## src/source/mem_access_size.svh

```systemverilog
`ifndef mem_access_size_svh
`define mem_access_size_svh

localparam logic [2:0] mem_signed_byte   = 3'd0;
localparam logic [2:0] mem_half_word     = 3'd1;
localparam logic [2:0] mem_word          = 3'd2;
localparam logic [2:0] mem_unsigned_byte = 3'd3;
localparam logic [2:0] mem_double_word   = 3'd4;

`endif

```

## src/source/riscv_pkg.sv

```systemverilog
`default_nettype none

package riscv_pkg;

    `include "mem_access_size.svh"

    localparam int xlen         = 64;
    localparam int ilen         = 32;
    localparam int queue_depth  = 4;
    localparam int queue_addr_w = 2;

    localparam logic [xlen-1:0] reset_pc = 64'h0;

    // Base opcodes
    localparam logic [6:0] op_imm    = 7'b0010011;
    localparam logic [6:0] op_lui    = 7'b0110111;
    localparam logic [6:0] op_op     = 7'b0110011;
    localparam logic [6:0] op_op_32  = 7'b0111011;
    localparam logic [6:0] op_imm_32 = 7'b0011011;
    localparam logic [6:0] op_jal    = 7'b1101111;
    localparam logic [6:0] op_jalr   = 7'b1100111;
    localparam logic [6:0] op_branch = 7'b1100011;
    localparam logic [6:0] op_load   = 7'b0000011;
    localparam logic [6:0] op_store  = 7'b0100011;
    localparam logic [6:0] op_auipc  = 7'b0010111;
    localparam logic [6:0] op_system = 7'b1110011;

    typedef struct packed {
        logic [1:0] pc_src;
        logic       reg_write;
        logic       csr_write;
        logic       csr_read;
        logic       ecall_sign;     // Also set for sret and mret
        logic       alu_src_a;
        logic       alu_src_b;
        logic [3:0] alu_op;
        logic [1:0] mem_to_reg;
        logic       mem_read;
        logic       mem_write;
        logic [2:0] mem_size;
        logic       branch;
        logic [2:0] b_type;
        logic       ill_instr;
    } ctrl_t;

    typedef struct packed {
        logic [xlen-1:0] pc;
        logic [ilen-1:0] instr;
    } fetch_item_t;

    typedef struct packed {
        logic [xlen-1:0] pc;
        logic [ilen-1:0] instr;
        logic [xlen-1:0] imm;
        ctrl_t           ctrl;
    } dec_item_t;

endpackage

`default_nettype wire

```

## src/source/control.sv

```systemverilog
`timescale 1ns/10ps
`default_nettype none

module control (
    input  wire  [6:0]      op_code,
    input  wire  [2:0]      funct3,
    input  wire  [6:0]      funct7,
    input  wire             funct7_5,
    output riscv_pkg::ctrl_t ctrl
);

    import riscv_pkg::*;

    logic listed;

    always_comb begin
        ctrl   = '0;
        listed = 1'b1;
        case (op_code)
            op_imm: begin
                ctrl.reg_write = 1'b1;
                ctrl.alu_src_b = 1'b1;
                case (funct3)
                    3'b000:  ctrl.alu_op = 4'b0000;    // ADDI
                    3'b010:  ctrl.alu_op = 4'b0010;    // SLTI
                    3'b111:  ctrl.alu_op = 4'b0111;    // ANDI
                    3'b110:  ctrl.alu_op = 4'b0110;    // ORI
                    3'b001:  ctrl.alu_op = 4'b0001;    // SLLI
                    3'b101:  ctrl.alu_op = 4'b0101;    // SRLI
                    3'b100:  ctrl.alu_op = 4'b0100;    // XORI
                    default: listed = 1'b0;
                endcase
            end
            op_lui: begin
                ctrl.reg_write  = 1'b1;
                ctrl.alu_src_b  = 1'b1;
                ctrl.mem_to_reg = 2'b01;             // Immediate straight to rd
            end
            op_op: begin
                ctrl.reg_write = 1'b1;
                case (funct3)
                    3'b000:  ctrl.alu_op = funct7_5 ? 4'b1000 : 4'b0000;   // SUB or ADD
                    3'b010:  ctrl.alu_op = 4'b0010;    // SLT
                    3'b111:  ctrl.alu_op = 4'b0111;    // AND
                    3'b110:  ctrl.alu_op = 4'b0110;    // OR
                    3'b001:  ctrl.alu_op = 4'b0001;    // SLL
                    3'b101:  ctrl.alu_op = 4'b0101;    // SRL
                    default: listed = 1'b0;
                endcase
            end
            op_op_32: begin
                ctrl.reg_write = 1'b1;
                if (funct3 == 3'b000) begin
                    ctrl.alu_op = 4'b1001;           // ADDW
                end else begin
                    listed = 1'b0;
                end
            end
            op_imm_32: begin
                ctrl.reg_write = 1'b1;
                ctrl.alu_src_b = 1'b1;
                case (funct3)
                    3'b000:  ctrl.alu_op = 4'b1011;    // ADDIW
                    3'b001:  ctrl.alu_op = 4'b1010;    // SLLIW
                    default: listed = 1'b0;
                endcase
            end
            op_jal, op_jalr: begin
                ctrl.pc_src     = (op_code == op_jal) ? 2'b10 : 2'b11;
                ctrl.reg_write  = 1'b1;
                ctrl.alu_src_b  = 1'b1;
                ctrl.mem_to_reg = 2'b10;             // Link address
            end
            op_branch: begin
                ctrl.pc_src = 2'b10;
                ctrl.branch = 1'b1;
                case (funct3)
                    3'b000:  {ctrl.alu_op, ctrl.b_type} = {4'b1000, 3'd1};   // BEQ
                    3'b001:  {ctrl.alu_op, ctrl.b_type} = {4'b1000, 3'd0};   // BNE
                    3'b111:  {ctrl.alu_op, ctrl.b_type} = {4'b1001, 3'd2};   // BGEU
                    3'b101:  {ctrl.alu_op, ctrl.b_type} = {4'b1010, 3'd3};   // BGE
                    3'b100:  {ctrl.alu_op, ctrl.b_type} = {4'b1010, 3'd4};   // BLT
                    3'b110:  {ctrl.alu_op, ctrl.b_type} = {4'b1001, 3'd5};   // BLTU
                    default: listed = 1'b0;
                endcase
            end
            op_load: begin
                ctrl.reg_write  = 1'b1;
                ctrl.alu_src_b  = 1'b1;
                ctrl.mem_to_reg = 2'b11;
                ctrl.mem_read   = 1'b1;
                case (funct3)
                    3'b000:  ctrl.mem_size = mem_signed_byte;     // LB
                    3'b001:  ctrl.mem_size = mem_half_word;       // LH
                    3'b010:  ctrl.mem_size = mem_word;            // LW
                    3'b100:  ctrl.mem_size = mem_unsigned_byte;   // LBU
                    3'b101:  ctrl.mem_size = mem_half_word;       // LHU shares LH code
                    3'b011:  ctrl.mem_size = mem_double_word;     // LD
                    default: listed = 1'b0;
                endcase
            end
            op_store: begin
                ctrl.alu_src_b = 1'b1;
                ctrl.mem_write = 1'b1;
                case (funct3)
                    3'b000:  ctrl.mem_size = mem_signed_byte;     // SB
                    3'b001:  ctrl.mem_size = mem_half_word;       // SH
                    3'b010:  ctrl.mem_size = mem_word;            // SW
                    3'b011:  ctrl.mem_size = mem_double_word;     // SD
                    default: listed = 1'b0;
                endcase
            end
            op_auipc: begin
                ctrl.reg_write = 1'b1;
                ctrl.alu_src_a = 1'b1;               // pc as operand a
                ctrl.alu_src_b = 1'b1;
            end
            op_system: begin
                case (funct3)
                    3'b001, 3'b010, 3'b011: begin    // CSRRW, CSRRS, CSRRC
                        ctrl.csr_write = 1'b1;
                        ctrl.csr_read  = 1'b1;
                        ctrl.reg_write = 1'b1;
                        ctrl.alu_op    = 4'b1111;
                    end
                    3'b000: begin
                        case (funct7)
                            7'b0001000, 7'b0011000, 7'b0000000: begin   // SRET, MRET, ECALL
                                ctrl.ecall_sign = 1'b1;
                                ctrl.reg_write  = 1'b1;
                            end
                            7'b0001001: ctrl = '0;   // SFENCE.VMA
                            default:    listed = 1'b0;
                        endcase
                    end
                    default: listed = 1'b0;
                endcase
            end
            default: listed = 1'b0;
        endcase
        if (!listed) begin
            ctrl           = '0;
            ctrl.ill_instr = 1'b1;
        end
    end

endmodule

`default_nettype wire

```

## src/source/decode_stage.sv

```systemverilog
`timescale 1ns/10ps
`default_nettype none

module decode_stage (
    input  wire                         clk,
    input  wire                         rst_n,
    input  wire                         flush,
    input  wire                         stall,
    input  wire                         empty,
    input  wire riscv_pkg::fetch_item_t head,
    output logic                        pop,
    output logic                        dec_valid,
    output riscv_pkg::dec_item_t        dec_item
);

    import riscv_pkg::*;

    logic [ilen-1:0] ins;
    logic [xlen-1:0] imm;
    ctrl_t           ctrl;

    assign ins = head.instr;
    assign pop = !empty && !stall;

    control u_control (
        .op_code  (ins[6:0]),
        .funct3   (ins[14:12]),
        .funct7   (ins[31:25]),
        .funct7_5 (ins[30]),
        .ctrl     (ctrl)
    );

    always_comb begin
        imm = '0;
        if (!ctrl.ill_instr) begin
            case (ins[6:0])
                op_imm, op_imm_32, op_jalr, op_load, op_system:
                    imm = {{(xlen-12){ins[31]}}, ins[31:20]};
                op_store:
                    imm = {{(xlen-12){ins[31]}}, ins[31:25], ins[11:7]};
                op_branch:
                    imm = {{(xlen-12){ins[31]}}, ins[7], ins[30:25], ins[11:8], 1'b0};
                op_lui, op_auipc:
                    imm = {{(xlen-32){ins[31]}}, ins[31:12], 12'b0};
                op_jal:
                    imm = {{(xlen-20){ins[31]}}, ins[19:12], ins[20], ins[30:21], 1'b0};
                default:
                    imm = '0;                        // R type has no immediate
            endcase
        end
    end

    always_ff @(posedge clk) begin
        if (!rst_n || flush) begin
            dec_valid <= 1'b0;
        end else if (!stall) begin
            dec_valid <= pop;
        end
    end

    always_ff @(posedge clk) begin
        if (pop) begin
            dec_item <= '{pc: head.pc, instr: ins, imm: imm, ctrl: ctrl};
        end
    end

    a_hold_on_stall: assert property (
        @(posedge clk) disable iff (!rst_n)
        stall && !flush |=> $stable(dec_valid) && $stable(dec_item)
    );

endmodule

`default_nettype wire

```

## src/source/fetch_unit.sv

```systemverilog
`timescale 1ns/10ps
`default_nettype none

module fetch_unit (
    input  wire                               clk,
    input  wire                               rst_n,
    input  wire                               redirect_valid,
    input  wire  [riscv_pkg::xlen-1:0]        redirect_pc,
    input  wire                               full,
    output logic [riscv_pkg::xlen-1:0]        imem_addr,
    input  wire  [riscv_pkg::ilen-1:0]        imem_rdata,
    output logic                              push,
    output riscv_pkg::fetch_item_t            push_item
);

    import riscv_pkg::*;

    logic [xlen-1:0] pc;
    logic            fetch_en;

    assign imem_addr = pc;

    // Redirect cycle fetches nothing, new pc is used next cycle
    assign push = fetch_en && !full && !redirect_valid;

    assign push_item.pc    = pc;
    assign push_item.instr = imem_rdata;

    always_ff @(posedge clk) begin
        if (!rst_n) begin
            pc       <= reset_pc;
            fetch_en <= 1'b0;
        end else begin
            fetch_en <= 1'b1;               // Starts one cycle after reset
            if (redirect_valid) begin
                pc <= redirect_pc;
            end else if (push) begin
                pc <= pc + 64'd4;
            end
        end
    end

endmodule

`default_nettype wire

```

## src/source/front_end.sv

```systemverilog
`timescale 1ns/10ps
`default_nettype none

module front_end (
    input  wire                         clk,
    input  wire                         rst_n,
    input  wire                         redirect_valid,
    input  wire  [riscv_pkg::xlen-1:0]  redirect_pc,
    input  wire                         stall,
    output logic [riscv_pkg::xlen-1:0]  imem_addr,
    input  wire  [riscv_pkg::ilen-1:0]  imem_rdata,
    output logic                        dec_valid,
    output riscv_pkg::dec_item_t        dec_item
);

    import riscv_pkg::*;

    fetch_item_t push_item;
    fetch_item_t head;
    logic        push;
    logic        pop;
    logic        full;
    logic        empty;

    fetch_unit u_fetch (
        .clk            (clk),
        .rst_n          (rst_n),
        .redirect_valid (redirect_valid),
        .redirect_pc    (redirect_pc),
        .full           (full),
        .imem_addr      (imem_addr),
        .imem_rdata     (imem_rdata),
        .push           (push),
        .push_item      (push_item)
    );

    inst_queue u_queue (
        .clk       (clk),
        .rst_n     (rst_n),
        .flush     (redirect_valid),
        .push      (push),
        .push_item (push_item),
        .pop       (pop),
        .head      (head),
        .full      (full),
        .empty     (empty)
    );

    decode_stage u_decode (
        .clk       (clk),
        .rst_n     (rst_n),
        .flush     (redirect_valid),
        .stall     (stall),
        .empty     (empty),
        .head      (head),
        .pop       (pop),
        .dec_valid (dec_valid),
        .dec_item  (dec_item)
    );

endmodule

`default_nettype wire

```

## src/source/inst_queue.sv

```systemverilog
`timescale 1ns/10ps
`default_nettype none

module inst_queue (
    input  wire                        clk,
    input  wire                        rst_n,
    input  wire                        flush,
    input  wire                        push,
    input  wire riscv_pkg::fetch_item_t push_item,
    input  wire                        pop,
    output riscv_pkg::fetch_item_t     head,
    output logic                       full,
    output logic                       empty
);

    import riscv_pkg::*;

    fetch_item_t             mem [queue_depth];
    logic [queue_addr_w-1:0] wr_ptr;
    logic [queue_addr_w-1:0] rd_ptr;
    logic [queue_addr_w:0]   count;

    // First word falls through
    assign head  = mem[rd_ptr];
    assign full  = (count == queue_depth);
    assign empty = (count == '0);

    always_ff @(posedge clk) begin
        if (push && !flush) begin
            mem[wr_ptr] <= push_item;
        end
    end

    always_ff @(posedge clk) begin
        if (!rst_n || flush) begin
            wr_ptr <= '0;
            rd_ptr <= '0;
            count  <= '0;
        end else begin
            if (push) begin
                wr_ptr <= wr_ptr + 1'b1;    // Wraps at queue_depth
            end
            if (pop) begin
                rd_ptr <= rd_ptr + 1'b1;
            end
            case ({push, pop})
                2'b10:   count <= count + 1'b1;
                2'b01:   count <= count - 1'b1;
                default: count <= count;    // Idle or push with pop
            endcase
        end
    end

    a_no_overflow: assert property (
        @(posedge clk) disable iff (!rst_n)
        full |-> !push
    );

    a_no_underflow: assert property (
        @(posedge clk) disable iff (!rst_n)
        empty |-> !pop
    );

endmodule

`default_nettype wire

```

## config.mk

```make
export PLATFORM = sky130hd
export DESIGN_NAME = front_end
export DESIGN_NICKNAME = d
export VERILOG_FILES = /design/src/source/riscv_pkg.sv /design/src/source/control.sv /design/src/source/decode_stage.sv /design/src/source/fetch_unit.sv /design/src/source/front_end.sv /design/src/source/inst_queue.sv
export VERILOG_INCLUDE_DIRS = /design/src /design/src/source
export SDC_FILE = /design/constraint.sdc
export NUM_CORES = 1
export LEC_CHECK = 0
export ABC_AREA = 1
export BUFFER_PORTS_ARGS = -buffer_cell sky130_fd_sc_hd__buf_2
export CAP_MARGIN = 10
export CORE_ASPECT_RATIO = 1.4
export CORE_MARGIN = 1.5
export CORE_UTILIZATION = 40
export DETAILED_ROUTE_END_ITERATION = 12
export PLACE_DENSITY_LB_ADDON = 0.1
export SYNTH_ARGS = -nofsm -noshare
export SYNTH_HDL_FRONTEND = slang
export SYNTH_SLANG_ARGS = --single-unit
```

## constraint.sdc

```tcl
create_clock -name clk -period 24.1 [get_ports clk]
set_clock_uncertainty 0.05 [all_clocks]
set_input_delay 1.205 -clock clk [delete_from_list [all_inputs] [get_ports clk]]
set_output_delay 1.205 -clock clk [all_outputs]
set_load 0.005 [all_outputs]
```

==> results of run 1 <==
==> power by group <==
| part | switching (mW) | total, mW | internal (mW) | leakage [nW] |
|---|---|---|---|---|
| logic | 0.0695 | 0.102 | 0.0329 | 4.59 |
| clock network | 0.393 | 0.936 | 0.542 | 0.933 |
| registers | 0.0246 | 1.20 | 1.17 | 5.55 |
| total | 0.488 | 2.24 | 1.75 | 11.1 |
==> final cells by class <==
class / count / area [sq um] / share of cell area
clock buffers: 67 / 1510 / 0.0506
flip-flops and latches: 610 / 17600 / 0.591
diodes: 2 / 5.00 / 0.000168
inverters: 118 / 449 / 0.0151
clock inverters: 36 / 423 / 0.0142
repair buffers: 369 / 1910 / 0.0641
multi-input cells: 1454 / 6840 / 0.230
well taps: 832 / 1040 / 0.0350
==> cell usage in the layout (no fill, tap or decap), types with 20 or more instances in the layout <==
cell                        Yosys  layout
sky130_fd_sc_hd__edfxtp_1     535     535
sky130_fd_sc_hd__nand2_1      446     446
sky130_fd_sc_hd__nor2_1       355     349
sky130_fd_sc_hd__buf_2         25     348
sky130_fd_sc_hd__o21ai_0      203     203
sky130_fd_sc_hd__nand3_1      127     127
sky130_fd_sc_hd__inv_1        110     110
sky130_fd_sc_hd__o22ai_1       79      79
sky130_fd_sc_hd__a21oi_1       77      75
sky130_fd_sc_hd__dfxtp_1       75      73
sky130_fd_sc_hd__clkbuf_16      0      59
sky130_fd_sc_hd__xor2_1        37      37
sky130_fd_sc_hd__a31oi_1       31      31
sky130_fd_sc_hd__nor3_1        29      29
sky130_fd_sc_hd__buf_4         39      20
==> cell families after synthesis <==
kind of cell	synth area share
compound gates	0.0848
xor+xnor	0.0154
fa+ha+maj	0.00372
buf+inv	0.0474
flops	0.687
simple gates	0.161
==> routing by layer <==
layer,part of all wire,wire [microns],vias up,GRT usage
met5,0,0,-,0
met1,0.39,29100,8775,0.269
met2,0.51,38000,606,0.402
li1,-,-,8657,-
met3,0.056,4160,122,0.0321
met4,0.039,2920,0,0.0898
==> worst max-delay path: cells and delay by family (launching register included) <==
kind                   cells  cell delay, ns
AOI/OAI and AO/OA          1            0.06
buffers and inverters      2            0.84
DFF                        1            0.83
and+or+nand+nor           10            2.00
==> worst min-delay path by stage <==
stage                 startpoint               end  slack (ns)  cells past startpoint
3_3_place_gp   u_queue.rd_ptr[1]          register        0.39                      2
4_1_cts        u_queue.rd_ptr[1]          register        0.43                      2
5_1_grt         u_queue.count[2]  u_queue.count[2]        0.46                      1
2_1_floorplan  u_queue.rd_ptr[1]          register        0.39                      2
6_report       u_queue.rd_ptr[1]          register        0.44                      2
3_5_place_dp   u_queue.rd_ptr[1]          register        0.41                      2
==> flip-flops by register name, indices dropped and copies added, names as in the netlist, named ones only <==
signal,count
u_queue.wr_ptr,2
u_decode.dec_item,151
u_fetch.imem_addr,64
u_queue.rd_ptr,2
u_queue.count,3
u_queue.mem,384
u_fetch.fetch_en,1
u_decode.dec_valid,1
==> metrics by stage <==
step                instances  cell area, sq um
floorplan                2323             25600
global placement         3382             27800
detailed placement       3382             27800
CTS                      3485             29700
global route             3486             29700
finish                   3488             29700
==> impl_metrics.env, run 1 <==
export IMPL_dieWidth_microns=217
export IMPL_static_leakage_power_nw=11.1
export IMPL_synth_async_sr_flop_share=0
export IMPL_cts_root_buffer="sky130_fd_sc_hd__clkbuf_16"
export IMPL_place_detailed_hpwl_microns=50200
export IMPL_p_total_mw=2.24
export IMPL_ys_types=39
export IMPL_synth_edf_count=535
export IMPL_placement_rows=109
export IMPL_tns_ns=0
export IMPL_i_o_pin_count=349
export IMPL_worstSkewPairLatency_ns=0.62
export IMPL_layout_area_overhead_vs_synth_pct=16.4
export IMPL_fp_dieArea_sq_um=65400
export IMPL_synth_ff_latch_count=610
export IMPL_max_slew_worst_pin_slew_ns=1.03
export IMPL_cts_repair_resized=0
export IMPL_coreArea_sq_um=63100
export IMPL_floorplan_initialDensity=0.405
export IMPL_maxClockFrequency_mhz=250
export IMPL_synth_net_count=2430
export IMPL_drt_total_wl_microns=74200
export IMPL_synth_yosys_seq_area_share=0.687
export IMPL_min_period_over_period=0.166
export IMPL_ir_drop_v=0.0000510
export IMPL_synthesis_area_per_instance_sq_um=11.0
export IMPL_regToRegSetupSlack_ns=20.10
export IMPL_worst_path_max_fanout=70
export IMPL_timing_final_crit_period_ns=4.00
export IMPL_synth_cells=2323
export IMPL_holdWs_ns=0.436
export IMPL_synth_top_cells_by_area="sky130_fd_sc_hd__edfxtp_1 (63%), sky130_fd_sc_hd__nand2_1 (6.6%), sky130_fd_sc_hd__dfxtp_1 (5.9%)"
export IMPL_cp_arrival_ns=4.42
export IMPL_synth_area_leader_cell="sky130_fd_sc_hd__edfxtp_1"
export IMPL_slew_headroom=0.305
export IMPL_ctsHoldBuffers=0
export IMPL_layout_drive_gt1_share=0.186
export IMPL_final_util=0.471
export IMPL_hold_class="register to register"
export IMPL_grt_pass1_wl_microns=109000
export IMPL_grt_usage=0.224
export IMPL_worst_ep_required_time_ns=24.52
export IMPL_numnets_final=2718
export IMPL_via_cell_ratio=5.21
export IMPL_dpl_worst_slack_ns=19.76
export IMPL_setup_worst_path_end="u_decode.dec_item[86]"
export IMPL_detail_route_drc_violations=0
export IMPL_drtIter0Drc=1264
export IMPL_slew_violations=0
export IMPL_placement_io_buffers=348
export IMPL_worst_setup_path_start_kind="register"
export IMPL_cts_max_level=2
export IMPL_worstPathCellList="buf_4 -> nand2_1 -> nand2_1 -> nand2_1 -> nand2_2 -> nand2_4 -> nor2_4 -> nand2_1 -> inv_1 -> nand2_1 -> nand3_1 -> a21oi_1 -> nor2_1"
export IMPL_crit_path_max_incr_delay_ns=0.83
export IMPL_gr_total_overflow=0
export IMPL_worst_setup_hold_path_clk_slew_ns=0.06
export IMPL_cts_sink_count=610
export IMPL_timing_max_cap_violations=0
export IMPL_vias_post_dr=18160
export IMPL_drt_pass1_iterations=5
export IMPL_regToRegEndpoint="u_decode.dec_item[86]"
export IMPL_post_cts_setup_buffer_count=0
export IMPL_timing_hold_violations_final=0
export IMPL_reg2reg_depth=13
export IMPL_synth_top_cell_area_share=0.629
export IMPL_critPathMostFrequentCell="sky130_fd_sc_hd__nand2_1"
export IMPL_clk_path_buf_depth=3
export IMPL_synth_ff_type="sky130_fd_sc_hd__edfxtp_1"
export IMPL_crit_path_end_kind="register"
export IMPL_grt_start_max_net_pins=116
export IMPL_outcome="finished, final reports clean"
export IMPL_ant_nets=0
export IMPL_wl_per_cell_microns=21.3
export IMPL_leading_post_synthesis_cells_by_instance_count="sky130_fd_sc_hd__edfxtp_1 (535), sky130_fd_sc_hd__nand2_1 (446), sky130_fd_sc_hd__nor2_1 (355)"
export IMPL_filler_cell_count=5850
export IMPL_timing_final_setup_violations=0
export IMPL_syn_area_sq_um=25600
export IMPL_rsz_0062_raised_after_global_routing="false"
export IMPL_power_density_nw_per_um2=75.2
export IMPL_worst_setup_slack_after_layout_ns=20.10
export IMPL_post_synth_top_count_cell="sky130_fd_sc_hd__edfxtp_1"
export IMPL_slowest_stage="sky130_fd_sc_hd__dfxtp_4"
export IMPL_ys_warnings_count=0
export IMPL_cts_tree="done"
export IMPL_timing_worst_setup_path_type="register to register"
export IMPL_cts_buffers_inserted=58
export IMPL_grt_pass1_vias=17295
export IMPL_gp_congestion=0.933
export IMPL_antenna_found_initial=1
export IMPL_chip_height_microns=302
No activity file was read; power rests on OpenSTA's default activity.
==> run 2, diff against run 1 <==
- clock period: 24.1 -> 3.9 ns (I/O delays scaled with it)
==> impl_metrics.env, run 2 (synthesis results as in run 1) <==
export IMPL_i_o_pin_count=349
export IMPL_hold_depth=4
export IMPL_cts_sink_count=610
export IMPL_crit_path_end_kind="register"
export IMPL_maxClockFrequency_mhz=299
export IMPL_min_period_over_period=0.857
export IMPL_p_switching_mw=3.03
export IMPL_dieWidth_microns=217
export IMPL_static_leakage_power_nw=11.6
export IMPL_worst_min_path_start="redirect_valid"
export IMPL_worst_setup_path_start_kind="register"
export IMPL_largest_reg_flops=384
export IMPL_power_density_nw_per_um2=456
export IMPL_gp_congestion=0.900
export IMPL_placement_rows=109
export IMPL_numnets_final=2826
export IMPL_clock_power_share=0.425
export IMPL_drt_pass1_iterations=5
export IMPL_regToRegSetupSlack_ns=0.56
export IMPL_layout_drive_gt1_share=0.184
export IMPL_worstSkewPairLatency_ns=0.63
export IMPL_wl_per_cell_microns=20.9
export IMPL_clk_path_buf_depth=3
export IMPL_timing_worst_setup_path_type="register to register"
export IMPL_grt_start_max_net_pins=157
export IMPL_hold_class="input pin to register"
export IMPL_holdWs_ns=0.131
export IMPL_reg2reg_depth=13
export IMPL_ir_drop_v=0.000365
export IMPL_ant_nets=0
export IMPL_slew_headroom=0.215
export IMPL_share_of_total_power_consumed_by_net_switching=0.215
export IMPL_sequential_power_share=0.524
export IMPL_timing_hold_violations_final=0
export IMPL_worst_ep_required_time_ns=4.32
export IMPL_grt_pass1_wl_microns=112000
export IMPL_cts_buffers_inserted=60
export IMPL_grt_pass1_vias=18069
export IMPL_cts_max_level=2
export IMPL_critPathMostFrequentCell="sky130_fd_sc_hd__nand2_1"
export IMPL_filler_cell_count=5763
export IMPL_placement_io_buffers=348
export IMPL_timing_final_crit_period_ns=3.34
export IMPL_layout_area_overhead_vs_synth_pct=21.1
export IMPL_post_dp_cell_area_sq_um=27900
export IMPL_largest_register="u_queue.mem"
export IMPL_regToRegEndpoint="u_decode.dec_item[38]"
export IMPL_crit_path_max_incr_delay_ns=0.50
export IMPL_cp_arrival_ns=3.76
export IMPL_power_combinational_fraction=0.051
export IMPL_via_cell_ratio=5.17
export IMPL_vias_post_dr=18621
export IMPL_chip_height_microns=302
export IMPL_gr_total_overflow=0
export IMPL_total_area_of_multi_input_combinational_cells_sq_um=6840
export IMPL_cts_root_buffer="sky130_fd_sc_hd__clkbuf_16"
export IMPL_hold_endpoint="u_fetch.imem_addr[3]"
export IMPL_layout_commonest_cell="sky130_fd_sc_hd__edfxtp_1"
export IMPL_floorplan_initialDensity=0.405
export IMPL_internal_power_mw=11.1
export IMPL_cts_tree="done"
export IMPL_max_slew_worst_pin_slew_ns=1.18
export IMPL_detail_route_drc_violations=0
export IMPL_timing_max_cap_violations=0
export IMPL_antenna_found_initial=0
export IMPL_rsz_0062_raised_after_global_routing="false"
export IMPL_outcome="finished, final reports clean"
export IMPL_worst_setup_hold_path_clk_slew_ns=0.06
export IMPL_grt_usage=0.228
export IMPL_drtIter0Drc=1158
export IMPL_slew_violations=0
export IMPL_antennaDiodeCount=0
export IMPL_worstPathCellList="inv_6 -> nand2_1 -> nand2_1 -> nand2_1 -> nand2_1 -> nand2_4 -> nor2_4 -> nand2_1 -> inv_1 -> nand2_1 -> nand3_1 -> a21oi_1 -> nor2_1"
export IMPL_worst_path_max_fanout=50
export IMPL_fin_area_sq_um=31000
export IMPL_place_detailed_hpwl_microns=50000
export IMPL_ff_latch_area_sq_um=17600
export IMPL_layout_common_cells="sky130_fd_sc_hd__edfxtp_1 (535), sky130_fd_sc_hd__nand2_1 (446), sky130_fd_sc_hd__nor2_1 (349), sky130_fd_sc_hd__buf_2 (348), sky130_fd_sc_hd__o21ai_0 (203)"
export IMPL_timing_final_setup_violations=0
export IMPL_fp_dieArea_sq_um=65400
export IMPL_slowest_stage="sky130_fd_sc_hd__nand2_1"
export IMPL_post_cts_setup_buffer_count=0
export IMPL_coreArea_sq_um=63100
export IMPL_drt_total_wl_microns=75400
-- run 2: cell types whose count changed in the layout (fill, tap and decap cells not counted), sizes merged --
cell / delta
dlygate4sd3: +98
clkbuf: +19
buf: +8
clkinv: -7
clkinvlp: -5
diode: -2
inv: +2
bufinv: -1
-- run 2: worst max-delay path by stage --
stage | start | endpoint | slack (ns) | cells after the start
6_report | register | u_decode.dec_item[38] | 0.56 | 13
5_1_grt | register | u_decode.dec_item[45] | 0.20 | 13
4_1_cts | register | u_decode.dec_item[49] | 0.55 | 13
3_5_place_dp | register | u_decode.dec_item[49] | 0.57 | 13
3_3_place_gp | register | u_decode.dec_item[39] | 0.66 | 12
2_1_floorplan | u_queue.count[2] | u_queue.count[2] | -0.17 | 9
-- run 2: worst max-delay path, delay by kind of cell, from the launching register on --
| kind | cells | cell delay, ns |
|---|---|---|
| DFF | 1 | 0.47 |
| AOI/OAI and AO/OA | 1 | 0.06 |
| and+or+nand+nor | 10 | 1.96 |
| buffers and inverters | 2 | 0.64 |
-- run 2: layer usage --
metal  share of wire  routed length, microns  global-route usage
met1            0.40                   29800               0.270
met2            0.53                   39700               0.422
met3           0.048                    3650              0.0327
met4           0.030                    2260              0.0756
met5               0                       0                   0
-- run 2: what timing repair did --
item / CTS / global route
resized for setup: 0 / 0
hold buffers: 98 / 0
endpoints found under the setup margin: 0 / 0
hold endpoints to repair: 194 / 0
-- run 2: cell type report --
type | instances | area share
Multi-Input combinational cell | 1454 | 0.221
Inverter | 118 | 0.0145
Tap cell | 832 | 0.0336
Clock buffer | 86 | 0.0549
Sequential cell | 610 | 0.568
Clock inverter | 25 | 0.0111
Timing Repair Buffer | 475 | 0.0974
-- run 2: power groups by stage --
| stage | Combinational [mW] | Clock (mW) | Sequential, mW |
|---|---|---|---|
| after floorplan | 0.344 | 0 | 7.50 |
| after global placement | 0.642 | 0 | 7.53 |
| after detailed placement | 0.647 | 0 | 7.54 |
| after CTS | 0.731 | 6.17 | 7.40 |
| after global routing | 0.797 | 6.39 | 7.41 |
| final | 0.722 | 6.00 | 7.40 |
-- run 2: stage by stage --
step,instances,power [mW],setup TNS [ns],setup slack (ns),util
5_1_grt,3600,14.6,0,0.203,0.490
6_report,3600,14.1,0,0.559,0.490
2_1_floorplan,2323,7.84,-62.99,-0.170,-
3_5_place_dp,3391,8.19,0,0.567,0.442
4_1_cts,3600,14.3,0,0.551,0.490
3_3_place_gp,3391,8.18,0,0.662,0.442
